## src/eeprom_pkg.sv

```systemverilog
`default_nettype none

package eeprom_pkg;

  // clk cycles per quarter of an scl bit, 4 quarters per bit
  localparam int scl_quarter = 2;

  // bus phase requested from the bit engine
  localparam logic [1:0] phase_start   = 2'd0;
  localparam logic [1:0] phase_stop    = 2'd1;
  localparam logic [1:0] phase_tx      = 2'd2; // byte out, ack slot released
  localparam logic [1:0] phase_rx_nack = 2'd3; // byte in, master nack

  localparam logic [3:0] ctrl_prefix = 4'b1010; // 24cxx device type code

  // one-hot sequencer states
  localparam logic [9:0] st_idle        = 10'b00_0000_0001;
  localparam logic [9:0] st_write_start = 10'b00_0000_0010;
  localparam logic [9:0] st_ctrl_write  = 10'b00_0000_0100;
  localparam logic [9:0] st_addr_write  = 10'b00_0000_1000;
  localparam logic [9:0] st_data_write  = 10'b00_0001_0000;
  localparam logic [9:0] st_read_start  = 10'b00_0010_0000;
  localparam logic [9:0] st_ctrl_read   = 10'b00_0100_0000;
  localparam logic [9:0] st_data_read   = 10'b00_1000_0000;
  localparam logic [9:0] st_stop        = 10'b01_0000_0000;
  localparam logic [9:0] st_ackn        = 10'b10_0000_0000;

  // 2 Kbyte array address
  // the block bits sit in the control byte, the low byte is the word address
  typedef union packed {
    logic [10:0] flat;
    struct packed {
      logic [2:0] block;
      logic [7:0] word;
    } bw;
  } eeprom_addr_u;

endpackage

`default_nettype wire

```

## src/eeprom_cmd_seq.sv

```systemverilog
`timescale 1ns/1ps
`default_nettype none

module eeprom_cmd_seq (
  input  logic        clk,
  input  logic        rst_n,
  input  logic        wr,
  input  logic        rd,
  input  logic [10:0] addr,
  input  logic [7:0]  wdata,
  input  logic        phase_done,
  input  logic [7:0]  rx_byte,
  output logic        phase_go,
  output logic [1:0]  phase,
  output logic [7:0]  tx_byte,
  output logic        ack,
  output logic [7:0]  rdata,
  output logic        rdata_en
);

  logic [9:0]               state;
  logic                     waiting;  // phase issued, engine still busy
  logic                     is_read;
  eeprom_pkg::eeprom_addr_u addr_q;
  logic [7:0]               wdata_q;
  logic                     strobe;

  assign strobe = (state == eeprom_pkg::st_idle) && (wr || rd);

  // one phase per state, go only while not waiting
  assign phase_go = !waiting
                    && (state != eeprom_pkg::st_idle)
                    && (state != eeprom_pkg::st_ackn);

  always_ff @(posedge clk) begin
    if (!rst_n) begin
      state   <= eeprom_pkg::st_idle;
      waiting <= 1'b0;
      is_read <= 1'b0;
    end else begin
      waiting <= phase_go || (waiting && !phase_done);
      case (state)
        eeprom_pkg::st_idle: begin
          if (wr) begin            // wr wins over rd
            state   <= eeprom_pkg::st_write_start;
            is_read <= 1'b0;
          end else if (rd) begin
            state   <= eeprom_pkg::st_write_start;
            is_read <= 1'b1;
          end
        end
        eeprom_pkg::st_write_start:
          if (phase_done) state <= eeprom_pkg::st_ctrl_write;
        eeprom_pkg::st_ctrl_write:
          if (phase_done) state <= eeprom_pkg::st_addr_write;
        eeprom_pkg::st_addr_write: begin
          // random read turns around with a repeated start here
          if (phase_done) begin
            state <= is_read ? eeprom_pkg::st_read_start : eeprom_pkg::st_data_write;
          end
        end
        eeprom_pkg::st_data_write:
          if (phase_done) state <= eeprom_pkg::st_stop;
        eeprom_pkg::st_read_start:
          if (phase_done) state <= eeprom_pkg::st_ctrl_read;
        eeprom_pkg::st_ctrl_read:
          if (phase_done) state <= eeprom_pkg::st_data_read;
        eeprom_pkg::st_data_read:
          if (phase_done) state <= eeprom_pkg::st_stop;
        eeprom_pkg::st_stop:
          if (phase_done) state <= eeprom_pkg::st_ackn;
        eeprom_pkg::st_ackn:
          state <= eeprom_pkg::st_idle;  // single ack cycle
        default:
          state <= eeprom_pkg::st_idle;
      endcase
    end
  end

  always_ff @(posedge clk) begin
    if (strobe) addr_q.flat <= addr;
    if (strobe && wr) wdata_q <= wdata;
    if ((state == eeprom_pkg::st_data_read) && phase_done) rdata <= rx_byte;
  end

  always_comb begin
    case (state)
      eeprom_pkg::st_write_start,
      eeprom_pkg::st_read_start: phase = eeprom_pkg::phase_start;
      eeprom_pkg::st_stop:       phase = eeprom_pkg::phase_stop;
      eeprom_pkg::st_data_read:  phase = eeprom_pkg::phase_rx_nack;
      default:                   phase = eeprom_pkg::phase_tx;
    endcase
  end

  // control byte is prefix, block, r/w bit
  always_comb begin
    case (state)
      eeprom_pkg::st_ctrl_write: tx_byte = {eeprom_pkg::ctrl_prefix, addr_q.bw.block, 1'b0};
      eeprom_pkg::st_ctrl_read:  tx_byte = {eeprom_pkg::ctrl_prefix, addr_q.bw.block, 1'b1};
      eeprom_pkg::st_addr_write: tx_byte = addr_q.bw.word;
      eeprom_pkg::st_data_write: tx_byte = wdata_q;
      default:                   tx_byte = 8'h00;
    endcase
  end

  assign ack      = (state == eeprom_pkg::st_ackn);
  assign rdata_en = ack && is_read;  // read byte shown in the ack cycle

endmodule

`default_nettype wire

```

## config.mk

```make
export PLATFORM = sky130hd
export DESIGN_NAME = eeprom_cmd_seq
export DESIGN_NICKNAME = d
export VERILOG_FILES = /design/src/eeprom_pkg.sv /design/src/eeprom_cmd_seq.sv
export SDC_FILE = /design/constraint.sdc
export NUM_CORES = 1
export LEC_CHECK = 0
export BUFFER_PORTS_ARGS = -buffer_cell sky130_fd_sc_hd__buf_2
export CORE_MARGIN = 2
export CORE_UTILIZATION = 31
export CTS_CLUSTER_SIZE = 25
export DETAILED_ROUTE_END_ITERATION = 12
export GPL_ROUTABILITY_DRIVEN = 0
export PLACE_DENSITY = 0.61
export SYNTH_ARGS = -nofsm -noshare
export SYNTH_HDL_FRONTEND = slang
export SYNTH_SLANG_ARGS = --single-unit
```

## constraint.sdc

```tcl
create_clock -name clk -period 2.3 [get_ports clk]
set_input_delay 0.23 -clock clk [delete_from_list [all_inputs] [get_ports clk]]
set_output_delay 0.23 -clock clk [all_outputs]
set_load 0.03 [all_outputs]
```

==> results.yml <==
outcome:
  status: "finished, violations left"
  violations: "negative setup slack"
routing:
  routed_wl_um: 4040
  dr.pass1.iters: 4
  ant_nets: 0
  vias_per_cell: 4.76
  vias: 1360
  drtIter0Drc: 73
  wl_per_cell_um: 14.1
  drc: 0
critical_path:
  critPathMaxFanout: 2
  reg2reg_from: "state[9]$_SDFFE_PN0P_"
  cp_slowest_stage_delay_ps: 530
  cp-end-kind: "output pin"
  critical_path_class: "flop to output pin"
  crit_required_ps: 2070
  cp_common_cell: "or4_4"
  r2r-end: "state[2]$_SDFFE_PN0P_"
  rrSetupSlack_ps: -190
  crit_chain: "or4_4, or4_4, or4b_4, o21ai_2, buf_6"
  cp-start-kind: "flop"
  crit_slowest_cell: "or4_4"
  crit_arrival_ps: 2330
  reg2reg_depth: 8
grt:
  grt-ovfl-total: 0
  grt_pass1_wl_um: 6470
  antenna_found_initial: 0
  grt_max_degree: 14
  grt.total_usage_pct: 13.6
  grt_pass1_vias: 1374
pwr:
  peakVddDrop_mv: 0.356
  power.density_nw_per_um2: 727
  leakagePower_nw: 1.09
synth:
  synth_ff_type: "edfxtp_1"
  yosys_register_bits: 39
  synth-edff-count: 27
  syn-num-nets: 165
  synth_warnings: 0
  syn_avg_cell_area_um2: 12.9
  synth_cells: 133
  synthDistinctLibCells: 41
  async_flop_share_pct: 0
  netlist_area_um2: 1710
  ys_seq_area_share_pct: 61.4
min_path:
  hold_class: "primary input to flop"
  worst_hold_startpoint: "addr[3]"
  min_to: "addr_q[3]$_DFFE_PP_"
  holdPathStages: 1
place:
  post-dp-hpwl_um: 2890
  io_buffers: 52
  dp.cells: 272
  placed_area_um2: 2210
sta:
  min_period_ps: 2560
  skew_ps: 5.52
  fin_crit_sh_pct: 111
  maxSlewViolCount: 0
  max_freq_ghz: 0.391
  relSlewSlack_pct: 72.8
  max_slew.worst_pin.slew_ps: 403
  grt_setup_unrepaired: "yes"
  fin_ws_ps: -259
  hold_viol_final: 0
  setup_violations: 17
final_layout:
  area_growth_pct: 48.0
  final_common_cell: "buf_2"
  final_layout_size_suffix_gt1_share_pct: 52.8
  instances_no_fill: 286
  nets: 245
  final_cell_mix: "42 x buf_2, 27 x edfxtp_1, 20 x buf_4"
  diodes: 0
  final_area_um2: 2530
cts:
  cts_htree_levels: 2
  cts_tree: "done"
  numClockSinks: 39
  cts_max_path_buffers: 2
  clk_pin_slew_ps: 80
  cts-root-buf: "clkbuf_8"
  clk_latency_ps: 290
  cts_made_buffers: 5
job:
  max-cap-violations: 0
floorplan:
  num_rows: 27
  fp.dieH_um: 78.3
  core_area_um2: 5410
  io_pins: 53
  start_util_pct: 31.7
  die_w_um: 78.3
  die_area_um2: 6130
-- timing repair --
item / 4_1_cts / 5_1_grt
gates resized for setup: 30 / 8
endpoints found under the setup margin: 10 / 28
pin swaps: 8 / 9
hold buffers: 0 / 0
buffers inserted: 4 / 2
-- critical path: cells and delay by family (launching register included) --
| family | cells | cell delay (ps) |
|---|---|---|
| AND/OR/NAND/NOR | 3 | 1480 |
| flip-flops | 1 | 340 |
| buffers and inverters | 1 | 140 |
| AO/OA/AOI/OAI | 1 | 80 |
-- where the power goes --
part | switching [mW] | internal (mW)
Clock | 0.245 | 0.433
Sequential | 0.0235 | 0.823
Combinational | 0.158 | 0.161
Total | 0.426 | 1.42
-- worst max path at each step --
| stage | from | endpoint | slack (ps) | cells past startpoint |
|---|---|---|---|---|
| final | state[9]$_SDFFE_PN0P_ | phase[0] | -260 | 5 |
| after global routing | state[9]$_SDFFE_PN0P_ | phase[0] | -310 | 5 |
| after floorplan | state[8]$_SDFFE_PN0P_ | rdata[0]$_DFFE_PP_ | -120 | 4 |
| after global placement | state[9]$_SDFFE_PN0P_ | phase[0] | 40 | 5 |
| after detailed placement | state[9]$_SDFFE_PN0P_ | phase[0] | 30 | 5 |
| after CTS | state[9]$_SDFFE_PN0P_ | phase[0] | -240 | 5 |
-- metrics by stage --
stage                     total power [mW]  setup WS (ps)  utilization [%]  hold slack, ps  setup TNS (ps)
final                                 1.84           -259             46.9             110           -2260
after global routing                  1.92           -309             46.9            94.2           -3710
after CTS                             1.86           -236             46.0            96.2           -1890
after detailed placement              1.14           26.9             40.9             408               0
after global placement                1.14           38.0             40.9             407               0
after floorplan                      0.993           -121                -             329           -1300
-- sequential cells by signal (all words and copies together), names as in the netlist --
signal and count:
rdata 8, waiting 1, wdata_q 8, is_read 1, addr_q 11, state 10
-- cell type report --
cell class,count,area (µm²)
inverter,4,15.0
timing repair buffer,78,558
clock inverter,3,67.6
fill,516,2870
clock buffer,5,68.8
sequential,39,1050
multi-input combinational,85,681
tap,72,90.1
-- cells in the mapped netlist, drive strengths merged, types with 2 or more instances --
cell type / number / area (µm²)
a21o: 3 / 22.5
a21oi: 3 / 15.0
a221o: 3 / 30.0
a22o: 5 / 43.8
and2: 3 / 18.8
and3: 2 / 12.5
buf: 2 / 22.5
clkbuf: 3 / 11.3
dfxtp: 12 / 240
edfxtp: 27 / 811
inv: 4 / 15.0
mux2i: 5 / 50.1
nand2: 11 / 41.3
nor2: 5 / 18.8
nor3: 5 / 25.0
nor3b: 3 / 32.5
nor4: 3 / 25.0
o21ai: 7 / 35.0
or2: 2 / 12.5
or3: 2 / 12.5
or3b: 2 / 17.5
or4: 5 / 45.0
xnor2: 2 / 17.5
-- metal layers --
metal	share of wire [%]	global-route usage (%)	vias to the layer above	routed length (µm)
li1	-	-	669	-
met1	42	16.2	634	1700
met2	50	23.6	47	2040
met3	5.6	4.14	10	227
met4	1.9	4.21	0	78
met5	0	0	-	0
-- cell families after synthesis --
family          count (synthesis)  share of synthesized area [%]
compound gates                 26                           12.3
xor+xnor                        3                           1.54
buf+inv                         9                           2.85
flops                          39                           61.4
mux                             5                           2.92
simple gates                   51                           19.0
(Power assumes the default switching activity.)
