File: src/eeprom_pkg.sv
`default_nettype none

package eeprom_pkg;

  // clk cycles per quarter of an scl bit, 4 quarters per bit
  localparam int scl_quarter = 2;

  // bus phase requested from the bit engine
  localparam logic [1:0] phase_start   = 2'd0;
  localparam logic [1:0] phase_stop    = 2'd1;
  localparam logic [1:0] phase_tx      = 2'd2; // byte out, ack slot released
  localparam logic [1:0] phase_rx_nack = 2'd3; // byte in, master nack

  localparam logic [3:0] ctrl_prefix = 4'b1010; // 24cxx device type code

  // one-hot sequencer states
  localparam logic [9:0] st_idle        = 10'b00_0000_0001;
  localparam logic [9:0] st_write_start = 10'b00_0000_0010;
  localparam logic [9:0] st_ctrl_write  = 10'b00_0000_0100;
  localparam logic [9:0] st_addr_write  = 10'b00_0000_1000;
  localparam logic [9:0] st_data_write  = 10'b00_0001_0000;
  localparam logic [9:0] st_read_start  = 10'b00_0010_0000;
  localparam logic [9:0] st_ctrl_read   = 10'b00_0100_0000;
  localparam logic [9:0] st_data_read   = 10'b00_1000_0000;
  localparam logic [9:0] st_stop        = 10'b01_0000_0000;
  localparam logic [9:0] st_ackn        = 10'b10_0000_0000;

  // 2 Kbyte array address
  // the block bits sit in the control byte, the low byte is the word address
  typedef union packed {
    logic [10:0] flat;
    struct packed {
      logic [2:0] block;
      logic [7:0] word;
    } bw;
  } eeprom_addr_u;

endpackage

`default_nettype wire

File: src/eeprom_bit_engine.sv
`timescale 1ns/1ps
`default_nettype none

module eeprom_bit_engine (
  input  logic       clk,
  input  logic       rst_n,
  input  logic       phase_go,
  input  logic [1:0] phase,
  input  logic [7:0] tx_byte,
  input  logic       sda_in,
  output logic       phase_done,
  output logic [7:0] rx_byte,
  output logic       scl,
  output logic       sda_low
);

  logic                                       busy;
  logic [$clog2(eeprom_pkg::scl_quarter)-1:0] qcnt;     // clk within a quarter
  logic [1:0]                                 quarter;  // quarter within a bit
  logic [3:0]                                 bit_cnt;  // 0..8, bit 8 is the ack slot
  logic [7:0]                                 sh_out;
  logic [7:0]                                 sh_in;
  logic                                       q_end;
  logic                                       bit_end;
  logic                                       short_phase;
  logic                                       sample;
  logic                                       scl_now;
  logic                                       low_now;
  logic                                       scl_hold;
  logic                                       low_hold;

  assign q_end = busy && (qcnt == $bits(qcnt)'(eeprom_pkg::scl_quarter - 1));
  assign bit_end = q_end && (quarter == 2'd3);

  // start and stop are one bit time, tx and rx are nine
  assign short_phase = (phase == eeprom_pkg::phase_start)
                       || (phase == eeprom_pkg::phase_stop);
  assign phase_done = bit_end && (short_phase || (bit_cnt == 4'd8));

  // middle of scl high is the end of quarter 1
  assign sample = q_end && (quarter == 2'd1)
                  && (phase == eeprom_pkg::phase_rx_nack)
                  && (bit_cnt != 4'd8);

  always_ff @(posedge clk) begin
    if (!rst_n) begin
      busy     <= 1'b0;
      qcnt     <= '0;
      quarter  <= 2'd0;
      bit_cnt  <= 4'd0;
      scl_hold <= 1'b1;  // bus idle, scl high and sda released
      low_hold <= 1'b0;
    end else if (phase_go) begin
      busy    <= 1'b1;
      qcnt    <= '0;
      quarter <= 2'd0;
      bit_cnt <= 4'd0;
    end else if (busy) begin
      // keep the last driven levels for the gap between phases
      scl_hold <= scl_now;
      low_hold <= low_now;
      qcnt     <= q_end ? '0 : qcnt + 1'b1;
      if (q_end) quarter <= quarter + 2'd1;
      if (bit_end) bit_cnt <= bit_cnt + 4'd1;
      if (phase_done) busy <= 1'b0;
    end
  end

  // shift-out MSB first, shift-in MSB first
  always_ff @(posedge clk) begin
    if (phase_go) begin
      sh_out <= tx_byte;
    end else if (bit_end) begin
      sh_out <= {sh_out[6:0], 1'b0};
    end
    if (sample) sh_in <= {sh_in[6:0], sda_in};
  end

  assign rx_byte = sh_in;

  always_comb begin
    scl_now = (quarter == 2'd1) || (quarter == 2'd2);  // high in the middle quarters
    low_now = 1'b0;
    case (phase)
      eeprom_pkg::phase_start: begin
        // sda falls while scl is high
        low_now = quarter[1];
      end
      eeprom_pkg::phase_stop: begin
        // scl stays high at the end, sda rises while scl is high
        scl_now = (quarter != 2'd0);
        low_now = !quarter[1];
      end
      eeprom_pkg::phase_tx: begin
        low_now = (bit_cnt != 4'd8) && !sh_out[7];  // ack slot released
      end
      default: begin
        low_now = 1'b0;  // released for data, nack is a released line
      end
    endcase
  end

  assign scl     = busy ? scl_now : scl_hold;
  assign sda_low = busy ? low_now : low_hold;

endmodule

`default_nettype wire

File: config.mk
export PLATFORM = sky130hd
export DESIGN_NAME = eeprom_bit_engine
export DESIGN_NICKNAME = d
export VERILOG_FILES = /design/src/eeprom_pkg.sv /design/src/eeprom_bit_engine.sv
export SDC_FILE = /design/constraint.sdc
export NUM_CORES = 1
export LEC_CHECK = 0
export ABC_AREA = 1
export BUFFER_PORTS_ARGS = -buffer_cell sky130_fd_sc_hd__buf_2
export CAP_MARGIN = 20
export CORE_MARGIN = 5
export CORE_UTILIZATION = 48
export CTS_CLUSTER_DIAMETER = 80
export DETAILED_ROUTE_END_ITERATION = 10
export PLACE_DENSITY = 0.75
export SLEW_MARGIN = 20
export SYNTH_ARGS = -nofsm -noshare
export SYNTH_HDL_FRONTEND = slang
export SYNTH_SLANG_ARGS = --single-unit
File: constraint.sdc
create_clock -name clk -period 4.2 [get_ports clk]
set_clock_uncertainty 0.05 [all_clocks]
set_input_delay 0.42 -clock clk [delete_from_list [all_inputs] [get_ports clk]]
set_output_delay 0.42 -clock clk [all_outputs]
set_load 0.01 [all_outputs]
==> results_dict.tcl, run 1 <==
set metrics [dict create \
    clk_latency_ps 320 \
    power_per_cell_area_mw_per_mm2 364.8 \
    vdd_drop_max_mv 0.3008 \
    clk_pin_slew_worst_paths_ps 140 \
    tightest_slew_ps 588.8 \
    initial_core_util_pct 50.92 \
    boundaryPins 25 \
    io_buffer_count 24 \
    clock_power_share_pct 34.7 \
    detailedPlace.worstSlack_ps 2509 \
    post_synth_num_cell_types 18 \
    finalSetupViolCount 0 \
    post_route_cells_drive_above_1_share_pct 23.29 \
    fin_hold_ws_ps 220.9 \
    cts_root_buffer "clkbuf_4" \
    critical_path_peak_fanout 3 \
    clock-sinks 26 \
    die_area_mm2 0.003443 \
    row_count 17 \
    power.switching_fraction_pct 20.09 \
    globalRoute.totalOverflow 0 \
    grt_pass1_wl_mm 3.305 \
    maxSlewHeadroom_pct 60.60 \
    grt.met2_usage_pct 21.21 \
    mean_syn_cell_area_um2 9.478 \
    design.final.nets 166 \
    die_height_um 58.68 \
    place.gp.congestion 0.7718 \
    worst_r2r_path_depth 5 \
    seq_area_um2 680.7 \
    final.period_utilization_pct 46.43 \
    place_inst 170 \
    multiInputGateArea_um2 382.9 \
    syn_area_mm2 0.001137 \
    layout.cells.most_common "nand2_1" \
    grt.total_usage_pct 12.24 \
    vias_per_instance 4.753 \
    synth_largest_type_area_fraction_pct 42.24 \
    p_leak_nw 0.6396 \
    yosysWarningCount 0 \
    post-cts-setup-buffers 0 \
    ctsResizeCount 0 \
    final.min_clock_period_ps 1950 \
    cp-start-kind "register" \
    syn_inst 120 \
    post_drt_wl_per_cell_um 11.55 \
    report.power.total_mw 0.4880 \
    fin_tns_setup_ps 0 \
    synth_seq_cells 26 \
    ctsHtreeMaxLevel 1 \
    critPathCaptureType "primary output" \
    grt_pass1_vias 776 \
    synth_fp_nets 139 \
    die_w_um 58.68 \
    cts_tree "built" \
    layout.cells.non_filler 174 \
    most-common-layout-cells "nand2_1, buf_2, edfxtp_1" \
    number_of_antenna_violations_at_the_first_check_in_global_routing 0 \
    crit_chain "inv_1, ha_1, a21oi_1, o22ai_1, buf_2" \
    route.vias.total 827 \
    crit_arrival_ps 1480 \
    share_comb_of_total_power_pct 7.4 \
    net-switching-power_mw 0.09806 \
    timing.critical_path.slowest_cell_delay_ps 390 \
    first_iter_violations 16 \
    post-route-drc-count 0 \
    layout_area_overhead_pct 17.60 \
    globalRoute.busiestLayer "met2" \
    timing.final.ws_setup_ps 2250 \
    cts_buf_count 3 \
    detail_route.wirelength_mm 2.010 \
    timing.final.max_slew_violations 0 \
    run_status "finished clean" \
    post-dp-hpwl_mm 1.569 \
    synthDominantAreaCellType "edfxtp_1" \
    floorplan.core_area_mm2 0.002233 \
    clk_path_buf_depth 2 \
    grtUsageMet3_pct 3.509 \
    yosysSeqAreaShare_pct 59.85 \
    hold_class "in -> reg" \
    crit_path_top_delay_cell "dfxtp_1" \
    internal_power_mw 0.3899 \
    min_delay_path_depth 1 \
    dr.pass1.iters 4 \
    antenna_cells 0 \
    grt_use_met1_pct 14.74 \
    endpoint_required_time_on_the_critical_path_ps 3730 \
    fillers 198 \
    grt_max_degree 16 \
    max_cap_viol_count 0 \
    cts_hold_buf 0 \
    top_post_synthesis_cells_by_area "edfxtp_1, dfxtp_1, nand2_1" \
    final_hold_violation_count 0 \
    clock.fmax_mhz 512.8 \
    rsz0062_at_grt "no" \
    crit_path_category "reg -> out" \
    share_seq_of_total_power_pct 57.9 \
    ant_nets 0 \
]
-- registers in the layout, summed over array words and instances, names as in the netlist --
name,count
busy,1
quarter,2
qcnt,1
rx_byte,8
sh_out,8
low_hold,1
bit_cnt,4
scl_hold,1
-- cell families (layout without fill, tap and decap cells) --
family	count (synthesis)	after routing	synth area share, %
AOI/OAI and AO/OA	18	18	8.031
adders and majority gates	5	5	5.501
buffers and inverters	19	45	6.491
DFF	26	26	59.85
and+or+nand+nor	52	52	20.13
-- synthesized netlist by cell type (all sizes together) --
library cell and number:
a21oi 10, clkbuf 2, dfxtp 10, edfxtp 16, ha 5, inv 17
nand2 39, nand3 5, nor2 7, o21ai 7, o22ai 1, or2 1
-- final timing paths --
path	from	to	slack [ps]
worst max-delay path	quarter[0]	scl	2250
worst min-delay path	sda_in	rx_byte[0]	220
worst max register to register	bit_cnt[0]	rx_byte[7]	2500
worst min register to register	rx_byte[0]	rx_byte[1]	420
-- power by group through the flow --
stage | clock (mW) | combinational, mW | sequential (mW)
after floorplan | 0 | 0.0230 | 0.287
after global placement | 0 | 0.0346 | 0.288
after detailed placement | 0 | 0.0360 | 0.289
after CTS | 0.171 | 0.0363 | 0.283
after global routing | 0.185 | 0.0409 | 0.284
final | 0.169 | 0.0360 | 0.283
-- through the flow --
| stage | utilization [%] | area [µm²] |
|---|---|---|
| finish | 59.89 | 1338 |
| global route | 59.89 | 1338 |
| CTS | 59.89 | 1338 |
| detailed placement | 57.54 | 1285 |
| global placement | 57.54 | 1285 |
| floorplan | - | 1137 |
-- area by class of cell --
cell class	instances	area share, %
sequential	26	50.89
multi-input combinational	75	28.62
timing repair buffer	24	8.980
inverter	17	4.958
tap	28	2.619
clock inverter	1	2.245
clock buffer	3	1.684
-- worst max-delay path, delay by kind of cell (launching register included) --
family	cells	cell delay, ps
DFF	1	390
adders and majority gates	1	310
AOI/OAI and AO/OA	2	240
buffers and inverters	2	230
-- layer usage --
layer / wire length (µm) / vias to the layer above / share of wire, %
met3: 144 / 2 / 7.2
met2: 956 / 22 / 48
met4: 16 / 0 / 0.80
met5: 0 / - / 0
met1: 893 / 362 / 44
li1: - / 441 / -
Note: power is estimated with default switching activity, not from simulation.
==> run 2, diff against run 1 <==
ABC_AREA = 0   (was 1)
clock period = 1.9 ns   (was 4.2 ns; I/O delays follow)
==> run 2 against run 1 <==
Effect of this change: largest power group unchanged; via count decreased by 8.9%; sequential power up 120%; clock-buffer cell count did not move; cell area is 1.2% higher; synthesized cell count down 23%; clock power rose by 120%.
==> results_dict.tcl, run 2 <==
set metrics [dict create \
    design.final.nets 141 \
    globalRoute.busiestLayer "met2" \
    cp-start-kind "register" \
    timing.final.max_slew_violations 0 \
    top_post_synthesis_cells_by_area "edfxtp_1, dfxtp_1, mux2_2" \
    cts_tree "built" \
    cts_buf_count 3 \
    post-cts-setup-buffers 0 \
    fin_hold_ws_ps 50.22 \
    initial_core_util_pct 50.53 \
    critPathCaptureType "primary output" \
    place.gp.congestion 0.7810 \
    yosysSeqAreaShare_pct 60.31 \
    finalSetupViolCount 0 \
    clk_path_buf_depth 2 \
    rr_startpoint "bit_cnt[0]" \
    timing.reg2reg.setup_slack_ps 240 \
    dr.pass1.iters 2 \
    endpoint_required_time_on_the_critical_path_ps 1660 \
    cp_top_family "flip-flops" \
    vdd_drop_max_mv 0.4821 \
    post-dp-hpwl_mm 1.443 \
    synthTopCellsByCount "edfxtp_1, dfxtp_1, inv_1, mux2_2, nand2_1" \
    post_drt_wl_per_cell_um 12.87 \
    grt.met2_usage_pct 20.73 \
    grt_max_degree 16 \
    ctsHtreeMaxLevel 1 \
    grtUsageMet3_pct 2.851 \
    crit_path_category "reg -> out" \
    rsz0062_at_grt "no" \
    synthDominantAreaCellType "edfxtp_1" \
    async_set_or_reset_flop_fraction_in_the_synthesized_netlist_pct 0 \
    post_synth_num_cell_types 28 \
    timing.critical_path.buf_inv 2 \
    fin_tns_setup_ps 0 \
    power_per_cell_area_mw_per_mm2 802.0 \
    synth_seq_cells 26 \
    ant_nets 0 \
    first_iter_violations 5 \
    most-common-layout-cells "buf_2, edfxtp_1, dfxtp_1" \
    hold_path_startpoint "rst_n" \
    final_hold_violation_count 0 \
    maxSlewHeadroom_pct 78.19 \
    p_leak_nw 0.5335 \
    critical_path_peak_fanout 3 \
    die_w_um 58.49 \
    synth-edff-count 16 \
    grt.total_usage_pct 12.19 \
    layout_area_overhead_pct 19.96 \
    post-route-drc-count 0 \
    layout.cells.most_common "buf_2" \
    run_status "finished clean" \
    report.power.total_mw 1.086 \
    crit_path_top_delay_cell "dfxtp_1" \
    cts_root_buffer "clkbuf_4" \
    synth_fp_nets 112 \
    route.vias.total 753 \
    die_height_um 58.49 \
    worst_r2r_endpoint "rx_byte[6]" \
    synthMostInstantiatedCell "edfxtp_1" \
    tightest_slew_ps 327.1 \
    antenna_cells 0 \
    io_buffer_count 24 \
    row_count 17 \
    max_cap_viol_count 0 \
    synth_largest_type_area_fraction_pct 42.57 \
    clock.fmax_mhz 570.2 \
    mean_syn_cell_area_um2 12.14 \
    detail_route.wirelength_mm 1.918 \
    min_delay_worst_endpoint "scl_hold" \
    syn_area_mm2 0.001129 \
    grt_pass1_wl_mm 3.243 \
    floorplan.core_area_mm2 0.002233 \
    postSynth.topFlopCell "edfxtp_1" \
    grt_pass1_vias 787 \
    die_area_mm2 0.003421 \
    clk_latency_ps 320 \
    boundaryPins 25 \
    worst_r2r_path_depth 6 \
    layout.core_utilization_pct 60.62 \
    crit_chain "inv_1, ha_1, nand3b_1, a21boi_2, o22ai_1, buf_2" \
    syn_inst 93 \
    timing.critical_path.slowest_cell_delay_ps 360 \
    clock-sinks 26 \
    hold_class "in -> reg" \
    fillers 188 \
    number_of_antenna_violations_at_the_first_check_in_global_routing 0 \
    vias_per_instance 5.054 \
    clk_pin_slew_worst_paths_ps 140 \
    min_delay_path_depth 2 \
    post_route_cells_drive_above_1_share_pct 33.88 \
    globalRoute.totalOverflow 0 \
    crit_arrival_ps 1510 \
    final.min_clock_period_ps 1754 \
    grt_use_met1_pct 15.18 \
    final.period_utilization_pct 92.31 \
    yosysWarningCount 0 \
]
-- run 2: changes by cell type after synthesis, moves of 2 or more --
cell,delta
o211ai_1,+3
o21ai_1,-4
a21oi_1,-7
nand2_1,-30
nor2b_1,+2
xnor2_1,+3
nand3_1,-2
or3_1,+2
mux2_2,+7
nand3b_1,+2
buf_2,+2
nor2_4,-2
inv_1,-8
-- run 2: kinds of logic after synthesis --
logic type / count (synthesis) / synth area share (%)
simple gates: 27 / 12.53
xor+xnor: 4 / 3.105
buf+inv: 10 / 3.548
compound gates: 13 / 7.096
mux: 8 / 7.872
flops: 26 / 60.31
fa+ha+maj: 5 / 5.543
-- run 2: worst max path at each step --
stage | cells past startpoint | from | slack, ps | endpoint
2_1_floorplan | 5 | bit_cnt[0] | 80 | rx_byte[0]
3_3_place_gp | 6 | bit_cnt[0] | 430 | rx_byte[2]
3_5_place_dp | 6 | bit_cnt[0] | 290 | rx_byte[3]
4_1_cts | 6 | bit_cnt[0] | 7 | sda_low
5_1_grt | 5 | quarter[0] | 0.3 | scl
6_report | 6 | bit_cnt[0] | 150 | sda_low
-- run 2: final cells by class --
class | instances | area (µm²) | area share [%]
Clock inverter | 1 | 30.03 | 2.218
Clock buffer | 3 | 22.52 | 1.664
Tap cell | 28 | 35.03 | 2.588
Timing Repair Buffer | 27 | 145.1 | 10.72
Inverter | 7 | 26.28 | 1.941
Sequential cell | 26 | 683.2 | 50.46
Multi-Input combinational cell | 57 | 411.6 | 30.41
-- run 2: worst reg2reg max path, stage by stage, from the launching register on --
cell and delay [ps]:
dfxtp_1 390, inv_1 90, ha_1 210, nand3b_1 150
nand2_1 80, nor3_1 220, buf_4 200
-- run 2: stage by stage --
stage | area (µm²) | instances | setup WS, ps
floorplan | 1129 | 93 | 83.96
global placement | 1285 | 144 | 434.2
detailed placement | 1285 | 144 | 294.1
CTS | 1348 | 149 | 7.206
global route | 1354 | 149 | 0.2826
finish | 1354 | 149 | 146.1
-- run 2: layer usage --
layer / vias up / routed length, µm
li1: 383 / -
met1: 350 / 872
met2: 18 / 906
met3: 2 / 117
met4: 0 / 21
met5: - / 0
-- run 2: what timing repair did --
item                                    CTS  global route
endpoints found under the setup margin    0             2
hold buffers                              1             0
hold endpoints to repair                  1             0
resized for setup                         0             4
-- run 2: report_power, final --
| group | switching [mW] | total, mW | internal, mW |
|---|---|---|---|
| combinational | 0.0385 | 0.0804 | 0.0419 |
| clock | 0.166 | 0.379 | 0.213 |
| sequential | 0.00970 | 0.626 | 0.617 |
| total | 0.214 | 1.09 | 0.872 |
==> run 3, diff against run 2 <==
CORE_UTILIZATION = 47   (was 48)
PLACE_DENSITY = 0.76   (was 0.75)
clock period = 1.5 ns   (was 1.9 ns; I/O delays follow)
==> run 3 against run 2 <==
Effect of this change: critical path type unchanged; non-clock buffer count up 9; the flow now finishes with violations (setup timing); sequential cell count unchanged; largest power group unchanged; setup slack got worse by 280 ps; sequential power up 27%.
==> results_dict.tcl, run 3 (same netlist as run 2, synthesis figures left out) <==
set metrics [dict create \
    ctsHtreeMaxLevel 1 \
    setup.worst_path.start "bit_cnt[0]" \
    timing.final.max_slew_violations 0 \
    hold_class "in -> reg" \
    vdd_drop_max_mv 0.5915 \
    antenna_cells 0 \
    clk_latency_ps 320 \
    critPathCaptureType "primary output" \
    number_of_antenna_violations_at_the_first_check_in_global_routing 0 \
    clock.fmax_mhz 612.6 \
    p_leak_nw 0.5881 \
    rr_startpoint "quarter[0]" \
    grt_max_degree 15 \
    endpoint_required_time_on_the_critical_path_ps 1300 \
    ant_nets 0 \
    layout.cells.most_common "buf_2" \
    internal_power_mw 0.9906 \
    final.min_clock_period_ps 1632 \
    detail_route.wirelength_mm 2.383 \
    post-dp-hpwl_mm 1.608 \
    net-switching-power_mw 0.2728 \
    boundaryPins 25 \
    first_iter_violations 11 \
    cp-start-kind "register" \
    critical_path_peak_fanout 3 \
    maxSlewHeadroom_pct 76.62 \
    cts_buf_count 3 \
    final_hold_violation_count 0 \
    layout_area_overhead_pct 30.93 \
    power.switching_fraction_pct 21.59 \
    post-route-drc-count 0 \
    violations "setup timing" \
    layout.cells.non_filler 158 \
    hold_path_startpoint "rst_n" \
    row_count 17 \
    share_comb_of_total_power_pct 9.3 \
    design.final.nets 150 \
    post_drt_wl_per_cell_um 15.08 \
    die_w_um 59 \
    clock-sinks 26 \
    dr.pass1.iters 4 \
    most-common-layout-cells "buf_2, edfxtp_1, buf_4" \
    final.period_utilization_pct 108.8 \
    die_area_mm2 0.003481 \
    initial_core_util_pct 50.06 \
    detailedPlace.worstSlack_ps -34.88 \
    globalRoute.totalOverflow 0 \
    grt_pass1_vias 830 \
    io_buffer_count 24 \
    cts_root_buffer "clkbuf_4" \
    crit_path_category "reg -> out" \
    post_route_cells_drive_above_1_share_pct 50.00 \
    clk_pin_slew_worst_paths_ps 130 \
    timing.final.ws_setup_ps -132.3 \
    crit_arrival_ps 1430 \
    run_status "finished, violations left" \
    die_height_um 59 \
    vias_per_instance 5.297 \
    place_inst 147 \
    grt_pass1_wl_mm 3.788 \
    clk_path_buf_depth 2 \
    cts_tree "built" \
    clock_power_share_pct 27.8 \
    grt.total_usage_pct 14.95 \
    finalSetupViolCount 4 \
    rsz0062_at_grt "yes" \
    route.vias.total 837 \
    floorplan.core_area_mm2 0.002255 \
    share_seq_of_total_power_pct 62.9 \
    max_cap_viol_count 0 \
    power_per_cell_area_mw_per_mm2 855.0 \
    place.gp.congestion 0.7537 \
    tightest_slew_ps 350.7 \
    report.power.total_mw 1.263 \
]
[run 3: changes by cell type in the layout (fill, tap and decap cells not counted), sizes merged]
| cell | previous run | this run |
|---|---|---|
| buf | 26 | 35 |
| bufinv | 1 | 0 |
| clkbuf | 3 | 4 |
[run 3: per-layer routing]
layer  global-route usage, %  vias to the layer above  share of wire, %
li1                        -                      404                 -
met1                   16.04                      399                40
met2                   27.13                       27                53
met3                   3.704                        7               5.2
met4                   7.120                        0               2.4
met5                       0                        -                 0
[run 3: power by group through the flow]
stage | Combinational [mW] | Clock (mW) | Sequential, mW
after floorplan | 0.0670 | 0 | 0.804
after global placement | 0.0992 | 0 | 0.808
after detailed placement | 0.103 | 0 | 0.810
after CTS | 0.113 | 0.359 | 0.794
after global routing | 0.132 | 0.387 | 0.797
final | 0.118 | 0.351 | 0.795
[run 3: final cells by class]
type                            count  area [µm²]
Fill cell                         193       777.0
Sequential cell                    26       686.9
Multi-Input combinational cell     57       467.9
Timing Repair Buffer               36       225.2
Clock buffer                        4       36.28
Tap cell                           28       35.03
Inverter                            7       26.28
[run 3: critical path, cell delays in order (launching register included)]
cell	delay, ps
dfxtp_2	350
inv_2	70
ha_4	110
nand3b_1	140
a21boi_2	220
o22ai_2	80
buf_2	140
[run 3: final timing paths]
path,end,slack (ps),depth (start not counted)
max reg2reg,bit_cnt[3],-110,6
max,sda_low,-130,6
min,scl_hold,20,2
min reg2reg,rx_byte[7],420,0
[run 3: timing repair]
item / 4_1_cts / 5_1_grt
setup endpoints to repair: 12 / 4
endpoints found under the hold margin: 1 / 0
setup buffers: 5 / 1
pin swaps: 5 / 3
hold buffers: 1 / 0
gates resized for setup: 17 / 3
[run 3: per-stage QoR]
step,cell area [µm²],util [%],TNS [ps],hold slack (ps)
2_1_floorplan,1140,-,0,188.9
3_3_place_gp,1331,59.05,0,285.0
3_5_place_dp,1331,59.05,-283.8,296.8
5_1_grt,1478,65.54,-790.5,20.99
6_report,1478,65.54,-439.3,16.71
4_1_cts,1459,64.71,-344.3,16.52
